**config.mk**
```make
export PLATFORM = sky130hd
export DESIGN_NAME = hsink_node
export DESIGN_NICKNAME = d
export VERILOG_FILES = /design/src/hnet_pkg.sv /design/src/hdbg_pkg.sv /design/src/calc_redun.sv /design/src/hreq_sync.sv /design/src/hprg_sink.sv /design/src/hsink_node.sv
export SDC_FILE = /design/constraint.sdc
export NUM_CORES = 1
export LEC_CHECK = 0
export BUFFER_PORTS_ARGS = -buffer_cell sky130_fd_sc_hd__buf_2
export CAP_MARGIN = 20
export CORE_MARGIN = 2
export CORE_UTILIZATION = 59
export CTS_CLUSTER_SIZE = 10
export DETAILED_ROUTE_END_ITERATION = 8
export PLACE_DENSITY = 0.84
export SETUP_SLACK_MARGIN = 0.5
export SYNTH_ARGS = -nofsm -noshare
export SYNTH_HDL_FRONTEND = slang
export SYNTH_HIERARCHICAL = 1
export SYNTH_SLANG_ARGS = --single-unit
```
**constraint.sdc**
```tcl
create_clock -name snk0_clk -period 10 [get_ports snk0_clk]
set_input_delay 0.5 -clock snk0_clk [delete_from_list [all_inputs] [get_ports snk0_clk]]
set_output_delay 0.5 -clock snk0_clk [all_outputs]
set_load 0.02 [all_outputs]
```
**src/hnet_pkg.sv**
```systemverilog
package hnet_pkg;

	// Message field widths
	localparam int ADDR_W = 6;
	localparam int DAT_W  = 4;
	localparam int RED_W  = 4;

	// Bits covered by the redundancy code
	localparam int RED_FIELD_W = 2 * ADDR_W + DAT_W;

	typedef logic [ADDR_W-1:0] addr_t;
	typedef logic [DAT_W-1:0]  dat_t;
	typedef logic [RED_W-1:0]  redun_t;

	// Fixed addresses of this network
	localparam addr_t MY_LOCAL_ADDR = 6'd5;   // This node
	localparam addr_t PRB_SRC_ADDR  = 6'd12;  // Expected probe source

	// Debounce of the incoming req
	localparam int REQ_CKS = 4;               // Equal samples before req is believed

	// Counter wide enough for the debounce and the startup delay
	localparam int CKS_W = $clog2(REQ_CKS + 2);

	typedef logic [CKS_W-1:0] cks_cnt_t;

	// Sequence register value when no word has been seen yet
	localparam dat_t DAT_NONE = 4'd15;

	// Message as it travels on a channel
	typedef struct packed {
		addr_t  src;
		addr_t  dst;
		dat_t   dat;
		redun_t red;
	} hnet_msg_t;

endpackage

```
**src/hdbg_pkg.sv**
```systemverilog
package hdbg_pkg;

	import hnet_pkg::*;

	localparam int ERR_CODE_W = 3;

	// Reason of the first failing message
	typedef enum logic [ERR_CODE_W-1:0] {
		ERR_NONE = 3'd0,
		ERR_DST  = 3'd1,   // Wrong destination
		ERR_SRC  = 3'd2,   // Unexpected source
		ERR_RED  = 3'd3,   // Redundancy mismatch
		ERR_SEQ  = 3'd4    // Data word out of sequence
	} err_code_e;

	// Sticky error record of a node
	typedef struct packed {
		logic      valid;
		err_code_e code;
		hnet_msg_t msg;
		addr_t     node;
	} dbg_err_t;

endpackage

```
**src/calc_redun.sv**
```systemverilog
`timescale 1ns/100ps

module calc_redun
	import hnet_pkg::*;
(
	input  hnet_msg_t msg,
	output redun_t    redun
);

	logic [RED_FIELD_W-1:0] fld_bits;
	logic [RED_W:0]         ones;

	assign fld_bits = {msg.src, msg.dst, msg.dat};  // Code field left out

	// Population count of the covered fields
	always_comb begin
		ones = '0;
		for (int i = 0; i < RED_FIELD_W; i++) begin
			ones = ones + fld_bits[i];
		end
	end

	assign redun = ones[RED_W-1:0];  // Modulo 16

endmodule

```
**src/hreq_sync.sv**
```systemverilog
`timescale 1ns/100ps

module hreq_sync
	import hnet_pkg::*;
(
	input  logic snk0_clk,
	input  logic gch_reset,
	input  logic req,
	output logic req_ckd,
	output logic sync_rdy
);

	logic     req_s1;
	logic     req_s2;
	logic     ckd_q;
	cks_cnt_t stb_cnt;
	logic     rdy_q;
	cks_cnt_t rdy_cnt;

	// Two-flop synchroniser
	always_ff @(posedge snk0_clk) begin
		if (gch_reset) begin
			req_s1 <= 1'b0;
			req_s2 <= 1'b0;
		end else begin
			req_s1 <= req;
			req_s2 <= req_s1;
		end
	end

	// Counts consecutive samples that disagree with the believed level
	always_ff @(posedge snk0_clk) begin
		if (gch_reset) begin
			ckd_q   <= 1'b0;
			stb_cnt <= '0;
		end else if (req_s2 == ckd_q) begin
			stb_cnt <= '0;  // Glitch gone, start over
		end else if (stb_cnt == cks_cnt_t'(REQ_CKS - 1)) begin
			ckd_q   <= req_s2;
			stb_cnt <= '0;
		end else begin
			stb_cnt <= stb_cnt + 1'b1;
		end
	end

	// Ready once the pipeline above has filled
	always_ff @(posedge snk0_clk) begin
		if (gch_reset) begin
			rdy_q   <= 1'b0;
			rdy_cnt <= '0;
		end else if (rdy_cnt == cks_cnt_t'(REQ_CKS + 1)) begin
			rdy_q <= 1'b1;
		end else begin
			rdy_cnt <= rdy_cnt + 1'b1;
		end
	end

	assign req_ckd  = ckd_q;
	assign sync_rdy = rdy_q;

	// The debounced level holds at least one cycle after each change
	ckd_no_toggle: assert property (@(posedge snk0_clk) disable iff (gch_reset)
		$changed(ckd_q) |=> $stable(ckd_q))
		else $error("req_ckd changed on two consecutive cycles");

endmodule

```
**src/hprg_sink.sv**
```systemverilog
`timescale 1ns/100ps

module hprg_sink
	import hnet_pkg::*, hdbg_pkg::*;
(
	input  logic      snk0_clk,
	input  logic      gch_reset,
	input  logic      req_ckd,
	input  hnet_msg_t msg,
	input  redun_t    calc_red,
	output hnet_msg_t held_msg,
	output logic      ack,
	output logic      rdy,
	output dbg_err_t  err0
);

	logic      rdy_q;
	logic      has_inp;
	logic      has_redun;
	logic      done_cks;
	logic      ack_q;
	dat_t      back_dat;
	hnet_msg_t inp_msg;
	redun_t    inp_redun;

	logic      err_vld;
	err_code_e err_code;
	hnet_msg_t err_msg;

	logic      busy;
	logic      cap_en;
	logic      red_en;
	logic      chk_en;
	logic      seq_ok;
	err_code_e chk_code;

	// A message is worked on while req is up and not yet acknowledged
	assign busy   = rdy_q && req_ckd && !ack_q;
	assign cap_en = busy && !has_inp;
	assign red_en = busy && has_inp && !has_redun;
	assign chk_en = busy && has_inp && has_redun && !done_cks;

	// Sequence only checked once a previous word is known
	always_comb begin
		seq_ok = (back_dat == DAT_NONE) || (inp_msg.dat == dat_t'(back_dat + 1'b1));
	end

	// Checks in priority order
	always_comb begin
		if (inp_msg.dst != MY_LOCAL_ADDR) begin
			chk_code = ERR_DST;
		end else if (inp_msg.src != PRB_SRC_ADDR) begin
			chk_code = ERR_SRC;
		end else if (inp_msg.red != inp_redun) begin
			chk_code = ERR_RED;
		end else if (!seq_ok) begin
			chk_code = ERR_SEQ;
		end else begin
			chk_code = ERR_NONE;
		end
	end

	// Handshake and stage flags
	always_ff @(posedge snk0_clk) begin
		if (gch_reset) begin
			rdy_q     <= 1'b0;
			has_inp   <= 1'b0;
			has_redun <= 1'b0;
			done_cks  <= 1'b0;
			ack_q     <= 1'b0;
		end else if (!rdy_q) begin
			rdy_q <= 1'b1;  // Init step
		end else if (req_ckd && !ack_q) begin
			if (!has_inp) begin
				has_inp <= 1'b1;
			end else if (!has_redun) begin
				has_redun <= 1'b1;
			end else if (!done_cks) begin
				done_cks <= 1'b1;
			end else begin
				has_inp   <= 1'b0;
				has_redun <= 1'b0;
				done_cks  <= 1'b0;
				ack_q     <= 1'b1;
			end
		end else if (!req_ckd && ack_q) begin
			ack_q <= 1'b0;
		end
	end

	// Sequence register and sticky error state
	always_ff @(posedge snk0_clk) begin
		if (gch_reset) begin
			err_vld  <= 1'b0;
			err_code <= ERR_NONE;
			back_dat <= DAT_NONE;
		end else if (!rdy_q) begin
			back_dat <= DAT_NONE;  // Fresh sequence after init
		end else if (chk_en && !err_vld) begin
			if (chk_code != ERR_NONE) begin
				err_vld  <= 1'b1;
				err_code <= chk_code;
			end else begin
				back_dat <= inp_msg.dat;
			end
		end
	end

	// Message payloads
	always_ff @(posedge snk0_clk) begin
		if (cap_en) begin
			inp_msg <= msg;
		end
		if (red_en) begin
			inp_redun <= calc_red;  // Code of the captured message
		end
		if (chk_en && !err_vld && chk_code != ERR_NONE) begin
			err_msg <= inp_msg;
		end
	end

	assign held_msg = inp_msg;
	assign ack      = ack_q;
	assign rdy      = rdy_q;

	assign err0 = '{
		valid: err_vld,
		code:  err_code,
		msg:   err_msg,
		node:  MY_LOCAL_ADDR
	};

	// Ack only answers a believed req
	ack_needs_req: assert property (@(posedge snk0_clk) disable iff (gch_reset)
		$rose(ack_q) |-> $past(req_ckd))
		else $error("ack rose while req_ckd was low");

	// The error record is sticky until reset
	err_sticky: assert property (@(posedge snk0_clk) disable iff (gch_reset)
		err_vld |=> err_vld)
		else $error("err0.valid fell outside reset");

endmodule

```
**src/hsink_node.sv**
```systemverilog
`timescale 1ns/100ps

module hsink_node
	import hnet_pkg::*, hdbg_pkg::*;
(
	input  logic      snk0_clk,
	input  logic      gch_reset,
	input  logic      rcv0_req,
	input  hnet_msg_t rcv0_msg,
	output logic      rcv0_ack,
	output logic      gch_ready,
	output dbg_err_t  err0
);

	logic      req_ckd;
	logic      sync_rdy;
	logic      snk_rdy;
	hnet_msg_t held_msg;
	redun_t    calc_red;

	// Incoming req cleaned up before the sink sees it
	hreq_sync sync0 (
		.snk0_clk (snk0_clk),
		.gch_reset(gch_reset),
		.req      (rcv0_req),
		.req_ckd  (req_ckd),
		.sync_rdy (sync_rdy)
	);

	hprg_sink sink0 (
		.snk0_clk (snk0_clk),
		.gch_reset(gch_reset),
		.req_ckd  (req_ckd),
		.msg      (rcv0_msg),
		.calc_red (calc_red),
		.held_msg (held_msg),
		.ack      (rcv0_ack),
		.rdy      (snk_rdy),
		.err0     (err0)
	);

	// Code recomputed from the captured copy
	calc_redun red0 (
		.msg  (held_msg),
		.redun(calc_red)
	);

	assign gch_ready = sync_rdy && snk_rdy;

endmodule

```
==> results.json, run 1 <==
{
  "holdCritPathClass": "in -> reg",
  "dp_hpwl_mm": 3.57,
  "required_ps": 10090,
  "dr_total_vias": 1716,
  "power.density_nw_per_um2": 162,
  "path_class": "reg -> reg",
  "dp.cells": 326,
  "finalSetupViolCount": 0,
  "ys.flop_type": "edfxtp_1",
  "synth-edff-count": 44,
  "min_period_over_period_pct": 35.7,
  "fin_crit_ps": 3570,
  "final_nets": 313,
  "final_max_slew_viol_count": 0,
  "maxSlewHeadroom_pct": 40.0,
  "fill_cells": 314,
  "cts.htree.levels": 3,
  "fp.dieArea_sq_um": 5470,
  "timing.max_cap.violations": 0,
  "gp_congestion": 0.775,
  "portBuffers": 48,
  "core_area_sq_um": 4720,
  "async_flop_share_pct": 0,
  "synthCells": 216,
  "min_from": "rcv0_msg[18]",
  "multi_input_area_sq_um": 935,
  "synth_top_cell_area_share_pct": 45.7,
  "antennaDiodeCount": 0,
  "synth_area_leaders": "edfxtp_1, dfxtp_1, fa_1, inv_1, ha_1",
  "fin_setup_tns_ps": 0,
  "clkLatencyLatePin_ps": 340,
  "postCtsSetupBuffers": 0,
  "grt_max_degree": 21,
  "crit_fanout": 3,
  "crit_path_cell_trace": "fa_1 -> inv_1 -> fa_1 -> inv_1 -> fa_1 -> inv_1 -> fa_1 -> inv_1 -> ha_1 -> inv_1 -> fa_1 -> xnor2_1",
  "startpoint_type": "register",
  "grt_usage_pct": 19.9,
  "dr.pass1.iters": 4,
  "cts.path.max_buffers": 2,
  "wire_per_inst_um": 14.3,
  "r2r-end": "sink0/inp_redun[2]",
  "chipWidth_um": 74.0,
  "ys_ff_latch": 67,
  "stdcell_count": 342,
  "clockRootBuffer": "clkbuf_8",
  "grt_pass1_wl_mm": 7.66,
  "rrSetupSlack_ps": 6430,
  "drt_wl_total_mm": 4.89,
  "r2r_start": "sink0/held_msg[15]",
  "hold_viol": 0,
  "die_h_um": 74.0,
  "min_delay_path_depth": 1,
  "drive_gt1_share_pct": 25.5,
  "drc": 0,
  "cp_slowest_cell": "fa_1",
  "rsz0062_at_grt": "no",
  "viasPerCell": 5.02,
  "worst_slew_pin_slew_ps": 896,
  "clock_sinks": 67,
  "drtAntennaViolNets": 0,
  "fin_skew_ps": 8.05,
  "syn_area_sq_um": 2890,
  "row_count": 25,
  "worstPathArrival_ps": 3660,
  "rr_worst_depth": 12,
  "crit_start": "sink0/held_msg[15]",
  "cts_hold_buf": 0,
  "status": "finished clean",
  "grt_pass1_vias": 1686,
  "clkTransAtPathRegs_ps": 70,
  "seq_area_sq_um": 1780,
  "fmax_mhz": 280,
  "ios": 55,
  "antenna_found_initial": 0,
  "cts_tree": "yes",
  "yosysWarnings": 6,
  "synth_area_per_cell_sq_um": 13.4,
  "p_leak_uw": 0.00143,
  "ys_types": 44,
  "seq_area_frac_synth_pct": 61.6,
  "grt_overflow": 0,
  "crit_path_end_kind": "register",
  "initial_core_util_pct": 61.2,
  "yosys.area.top_type": "edfxtp_1",
  "slowest_delay_ps": 560,
  "post_cts_resized": 0,
  "cts_buffers": 9,
  "ir_drop_v": 0.000164,
  "drt_iter0_drc": 66,
  "hold_end": "sink0/held_msg[18]",
  "area.growth.synth_to_final_pct": 17.4
}
-- flip-flops by register name, indices dropped and copies added, names as in the netlist --
register and flops:
sink0/err0 20, sink0/held_msg 20, sink0/back_dat 4, sink0/inp_redun 4
sink0/err_code 3, sync0/rdy_cnt 3, sync0/stb_cnt 3, sink0/ack 1
sink0/done_cks 1, sink0/err_vld 1, sink0/has_inp 1, sink0/has_redun 1
sink0/rdy 1, sync0/req_ckd 1, sync0/req_s1 1, sync0/req_s2 1
sync0/sync_rdy 1
-- logic make-up after synthesis --
kind of cell / count (synthesis) / share of synthesized area, %
AOI/OAI and AO/OA: 23 / 6.54
xor gates and xnor gates: 14 / 4.24
adders and majority gates: 20 / 11.3
buffers and inverters: 44 / 6.71
DFF: 67 / 61.6
muxes: 1 / 0.346
other: 2 / 0.260
and+or+nand+nor: 45 / 9.00
-- Yosys cell counts (2+ instances only) --
cell type and number:
o21ai_1 4, edfxtp_1 44, fa_1 10, ha_1 10
nor2_1 11, a21oi_1 3, nor3_1 6, xnor2_1 11
nand4_1 2, a21o_1 2, nor4_1 2, nor2b_1 5
buf_4 7, a41oi_1 5, nand3_1 3, dfxtp_1 23
inv_1 34, or3_1 2, conb_1 2, and3_1 2
xor2_1 3, nand2_1 3
-- layer usage --
metal / part of all wire, % / track usage [%] / vias up
li1: - / - / 842
met1: 41 / 22.2 / 809
met2: 51 / 32.9 / 57
met3: 6.3 / 7.05 / 8
met4: 2.3 / 11.9 / 0
met5: 0 / 0 / -
-- power breakdown --
group          switching (uW)  internal (uW)
clock                     101            139
sequential               1.74            295
combinational            7.55           6.30
total                     110            440
-- per-stage QoR --
step	hold WS, ps	total power [uW]	worst slack [ps]	area [sq um]	utilization [%]
after floorplan	408	312	6580	2910	-
after global placement	420	316	6530	3180	67.2
after detailed placement	430	316	6420	3180	67.2
after CTS	316	555	6430	3390	71.8
after global routing	313	567	6300	3390	71.8
final	331	550	6430	3390	71.8
-- worst max-delay path by stage --
| stage | slack (ps) | cells after the start | end |
|---|---|---|---|
| final | 6430 | 12 | sink0/inp_redun[2] |
| after global routing | 6300 | 10 | sink0/inp_redun[3] |
| after CTS | 6430 | 12 | sink0/inp_redun[2] |
| after detailed placement | 6420 | 12 | sink0/inp_redun[2] |
| after global placement | 6530 | 10 | sink0/inp_redun[2] |
| after floorplan | 6580 | 12 | sink0/inp_redun[1] |
-- final cells by class --
| type | count | area share [%] |
|---|---|---|
| well taps | 67 | 2.47 |
| clock inverters | 7 | 2.73 |
| inverters | 34 | 3.76 |
| clock buffers | 9 | 3.65 |
| flip-flops and latches | 67 | 52.5 |
| repair buffers | 49 | 7.30 |
| multi-input cells | 109 | 27.6 |
-- placed cells by master (no fill, tap or decap), types with 2 or more instances in the layout --
master	instances
buf_2	48
edfxtp_1	44
inv_1	34
dfxtp_1	23
xnor2_1	11
nor2_1	11
fa_1	10
ha_1	10
clkbuf_8	9
conb_1	6
nor2b_1	5
nor3_1	5
a41oi_1	5
o21ai_1	4
nand2_1	3
xor2_1	3
nand3_1	3
a21oi_1	3
clkinv_1	2
bufinv_16	2
clkinv_4	2
a21o_1	2
nor3_2	2
nand4_1	2
or3_1	2
and3_1	2
nor4_1	2
-- critical path: cells and delay by family, from the launching register on --
kind,cells,cell delay (ps)
xor+xnor,1,130
flops,1,440
buf+inv,5,290
fa+ha+maj,6,2470
Note: power is estimated with default switching activity, not from simulation.
==> run 2, diff against run 1 <==
Settings changed: CORE_UTILIZATION 59 to 55, PLACE_DENSITY 0.84 to 0.79.
Clock period 10 ns to 3.3 ns, I/O delays scaled along.
==> run 2 against run 1 <==
Effect of this change:
- combinational power rose to 4.2 times the previous value
- first-iteration DRC count up 50%
- critical path type unchanged
- largest power group unchanged
- register-to-register slack worse by 6700 ps
- setup slack worse by 6700 ps
- final area up 7.7%
- via count up 6.1%
- critical path depth unchanged
- utilization up 0.20 points
- non-clock buffer count up 29
- final cell count up 9.4%
- clock skew down 3.3 ps
- the run now ends with negative setup slack left
==> results.json, run 2 (synthesis gave the netlist of run 1 again) <==
{
  "grt_overflow": 0,
  "finalSetupViolCount": 3,
  "clockRootBuffer": "clkbuf_8",
  "drt_iter0_drc": 99,
  "cts_tree": "yes",
  "wire_per_inst_um": 14.5,
  "mostFrequentLayoutCells": "buf_2, edfxtp_1, inv_1, dfxtp_1, dlygate4sd3_1",
  "min_from": "rcv0_msg[0]",
  "grt_pass1_vias": 1806,
  "ir_drop_v": 0.000299,
  "met3_length_um": 276,
  "initial_core_util_pct": 57.0,
  "min_period_over_period_pct": 107,
  "row_count": 26,
  "antenna_found_initial": 0,
  "cts_buffers": 9,
  "final_common_cell": "buf_2",
  "dp_hpwl_mm": 3.45,
  "clkTransAtPathRegs_ps": 60,
  "r2r_start": "sink0/held_msg[17]",
  "final_area_sq_um": 3650,
  "final_max_slew_viol_count": 0,
  "portBuffers": 48,
  "grt_max_degree": 21,
  "drtAntennaViolNets": 0,
  "viasPerCell": 4.87,
  "fin_util_pct": 72.0,
  "required_ps": 3390,
  "place_area_sq_um": 3240,
  "drt_wl_total_mm": 5.44,
  "crit_start": "sink0/held_msg[17]",
  "antennaDiodeCount": 0,
  "cts.path.max_buffers": 2,
  "p_total_uw": 1600,
  "dr.pass1.iters": 4,
  "fin_hold_ws_ps": 11.4,
  "dr_wl_met2_mm": 2.81,
  "seq_area_sq_um": 1780,
  "final_nets": 342,
  "holdCritPathClass": "in -> reg",
  "violations": "negative setup slack",
  "worst_slew_pin_slew_ps": 810,
  "gp_congestion": 0.793,
  "path_class": "reg -> reg",
  "ios": 55,
  "startpoint_type": "register",
  "p_leak_uw": 0.00155,
  "post-route-worst-setup-slack_ps": -230,
  "fmax_mhz": 283,
  "multi_input_area_sq_um": 955,
  "drc": 0,
  "drive_gt1_share_pct": 29.9,
  "fp.dieArea_sq_um": 5850,
  "die_h_um": 76.5,
  "hold_viol": 0,
  "wl_met1_mm": 2.26,
  "clock_sinks": 67,
  "grt_pass1_wl_mm": 8.45,
  "fin_crit_ps": 3530,
  "fill_cells": 355,
  "chipWidth_um": 76.5,
  "core_area_sq_um": 5070,
  "grt_usage_pct": 19.4,
  "power.density_nw_per_um2": 439,
  "dr_total_vias": 1820,
  "timing.max_cap.violations": 0,
  "rsz0062_at_grt": "yes",
  "cts.htree.levels": 3,
  "maxSlewHeadroom_pct": 45.7,
  "clkLatencyLatePin_ps": 340,
  "worstPathArrival_ps": 3620,
  "crit_path_end_kind": "register",
  "status": "finished, violations left",
  "crit_fanout": 2,
  "routed.top_layer": "met4",
  "area.growth.synth_to_final_pct": 26.5,
  "fin_skew_ps": 4.72,
  "fin_setup_tns_ps": -607
}
==> run 2: per-layer routing <==
layer  vias up  GRT usage [%]
li1        901              -
met5         -              0
met2        48           32.6
met4         0           6.73
met3        12           7.70
met1       859           22.6
==> run 2: path summary, 6_finish.rpt <==
check | depth (start not counted) | slack (ps) | end
max reg2reg | 12 | -230 | sink0/inp_redun[2]
max | 12 | -230 | sink0/inp_redun[2]
min | 1 | 10 | sink0/held_msg[0]
min reg2reg | 1 | 440 | sync0/stb_cnt[0]
==> run 2: area by class of cell <==
cell class	instances	area share, %
Timing Repair Buffer	78	13.8
Inverter	34	3.49
Tap cell	70	2.40
Clock inverter	4	0.548
Clock buffer	12	4.86
Multi-Input combinational cell	109	26.1
Sequential cell	67	48.8
==> run 2: critical path, cell delays in order (launching register included) <==
cell and delay, ps:
edfxtp_1 420, fa_1 560, inv_1 60, fa_1 490
inv_1 60, fa_1 420, inv_1 80, fa_2 430
inv_2 90, ha_4 140, inv_2 40, fa_1 370
xnor2_1 130
==> run 2: where the power goes <==
part / internal, uW / switching (uW) / leakage, uW
logic: 31.7 / 26.0 / 0.000864
registers: 893 / 5.31 / 0.000582
clock network: 359 / 288 / 0.000106
==> run 2: per-stage QoR <==
stage               std cells  worst slack, ps
CTS                       370             -153
finish                    374             -230
global route              374             -318
detailed placement        336             -206
global placement          336             -138
floorplan                 220            -94.6
==> run 2: what timing repair did <==
action	CTS	global route
hold endpoints to repair	15	1
buffers inserted	3	3
setup endpoints to repair	4	4
resized for setup	4	2
pin swaps	5	9
hold buffers	15	1
==> run 3, diff against run 2 <==
Settings changed: MAX_ROUTING_LAYER from default to met4, TNS_END_PERCENT from default to 5.
==> run 3 against run 2 <==
Effect of this change:
- the flow still finishes with violations (negative setup slack)
- setup slack lost 78 ps
- register-to-register slack got worse by 80 ps
- utilization fell by 0.074 points
- combinational power is 3% higher
- hold slack gained 22 ps
- power fell by 0.81%
- non-clock buffer count increased by 1
- first-iteration DRC count fell by 3.0%
- fmax decreased by 2.2%
- largest cell class unchanged
==> results.json, run 3 (synthesis gave the netlist of run 1 again) <==
{
  "drt_iter0_drc": 96,
  "clkLatencyLatePin_ps": 340,
  "seq_power_share_pct": 56.5,
  "p_total_uw": 1590,
  "ir_drop_v": 0.000403,
  "power_switching_uw": 321,
  "drc": 0,
  "grt_overflow": 0,
  "portBuffers": 48,
  "switching_share_pct": 20.2,
  "timing.max_cap.violations": 0,
  "violations": "negative setup slack",
  "die_h_um": 76.5,
  "holdCritPathClass": "in -> reg",
  "clockPowerShare_pct": 39.8,
  "grt_pass1_vias": 1787,
  "fin_skew_ps": 10.9,
  "drtAntennaViolNets": 0,
  "area.growth.synth_to_final_pct": 26.3,
  "final_nets": 343,
  "drt_wl_total_mm": 5.34,
  "path_class": "reg -> reg",
  "internal_power_uw": 1270,
  "antennaDiodeCount": 0,
  "dr.pass1.iters": 4,
  "fin_util_pct": 71.9,
  "rsz0062_at_grt": "yes",
  "fmax_mhz": 277,
  "gp_congestion": 0.820,
  "initial_core_util_pct": 57.0,
  "fp.dieArea_sq_um": 5850,
  "row_count": 26,
  "p_leak_uw": 0.00155,
  "grt_max_degree": 21,
  "place_area_sq_um": 3250,
  "final_area_sq_um": 3650,
  "drive_gt1_share_pct": 27.9,
  "combPwrFrac_pct": 3.7,
  "core_area_sq_um": 5070,
  "ios": 55,
  "wire_per_inst_um": 14.2,
  "min_period_over_period_pct": 109,
  "viasPerCell": 4.90,
  "grt_pass1_wl_mm": 8.46,
  "crit_fanout": 2,
  "grt_usage_pct": 20.2,
  "clockRootBuffer": "clkbuf_8",
  "dp_hpwl_mm": 3.47,
  "cts_buffers": 9,
  "hold_viol": 0,
  "antenna_found_initial": 0,
  "status": "finished, violations left",
  "mostFrequentLayoutCells": "buf_2, edfxtp_1, inv_1, dfxtp_1, dlygate4sd3_1",
  "post-route-worst-setup-slack_ps": -308,
  "final_max_slew_viol_count": 0,
  "fin_crit_ps": 3610,
  "cts_tree": "yes",
  "required_ps": 3390,
  "maxSlewHeadroom_pct": 38.6,
  "startpoint_type": "register",
  "final_common_cell": "buf_2",
  "clkTransAtPathRegs_ps": 70,
  "finalSetupViolCount": 3,
  "chipWidth_um": 76.5,
  "power.density_nw_per_um2": 436,
  "dr_total_vias": 1837,
  "cts.htree.levels": 3,
  "crit_path_end_kind": "register",
  "worstPathArrival_ps": 3700,
  "worst_slew_pin_slew_ps": 916,
  "cts.path.max_buffers": 2,
  "clock_sinks": 67
}
## run 3: cell count changes in the layout (fill, tap and decap cells not counted)
cell	before	now
clkinv_2	4	3
dlygate4sd3_1	16	19
clkbuf_16	2	0
fa_2	3	1
bufinv_16	0	1
clkinv_1	0	1
clkinvlp_4	0	1
inv_2	3	2
buf_4	14	12
fa_1	7	9
inv_1	31	32
## run 3: path summary, 6_finish.rpt
kind                                         start            endpoint  slack, ps  cells past startpoint
worst min-delay path                   rcv0_msg[4]   sink0/held_msg[4]         30                      1
worst max-delay path            sink0/held_msg[15]  sink0/inp_redun[1]       -310                     12
worst min register to register    sync0/stb_cnt[0]    sync0/stb_cnt[0]        450                      1
worst max register to register  sink0/held_msg[15]  sink0/inp_redun[1]       -310                     12
## run 3: routing by layer
metal / global-route usage, % / vias up / routed length, um
li1: - / 899 / -
met4: 8.91 / 0 / 138
met2: 31.2 / 50 / 2730
met5: - / - / 0
met3: 7.82 / 10 / 265
met1: 23.6 / 878 / 2210
## run 3: worst max-delay path, stage by stage, from the launching register on
cell and delay [ps]:
edfxtp_1 420, fa_1 540, inv_1 50, fa_1 480, inv_1 60, fa_1 490, inv_1 50, fa_1 480
inv_2 90, ha_4 130, inv_2 40, fa_2 510, inv_1 40
## run 3: final cells by class
class                      count  area [sq um]
multi-input combinational    109           950
clock inverter                 6          56.3
timing repair buffer          79           520
fill                         372          1420
tap                           70          87.6
clock buffer                  10           128
inverter                      34           128
sequential                    67          1780
## run 3: power by group through the flow
| stage | Sequential, uW | Combinational [uW] | Clock [uW] |
|---|---|---|---|
| 6_report | 898 | 59.6 | 633 |
| 5_1_grt | 899 | 67.2 | 685 |
| 4_1_cts | 898 | 56.2 | 642 |
| 3_5_place_dp | 917 | 41.0 | 0 |
| 3_3_place_gp | 916 | 40.4 | 0 |
| 2_1_floorplan | 916 | 31.4 | 0 |
## run 3: per-stage QoR
step                instances  TNS (ps)  worst slack [ps]  hold slack (ps)
global placement          339      -415              -163              342
CTS                       371      -879              -341            0.109
floorplan                 220      -303              -116              264
detailed placement        339      -713              -285              343
global route              375     -1080              -401             16.5
finish                    375      -753              -308             33.8
## run 3: timing repair
action | in CTS | in global routing
endpoints found under the hold margin | 16 | 3
endpoints found under the setup margin | 4 | 4
resized for setup | 0 | 5
buffers inserted | 0 | 1
hold buffers | 16 | 3
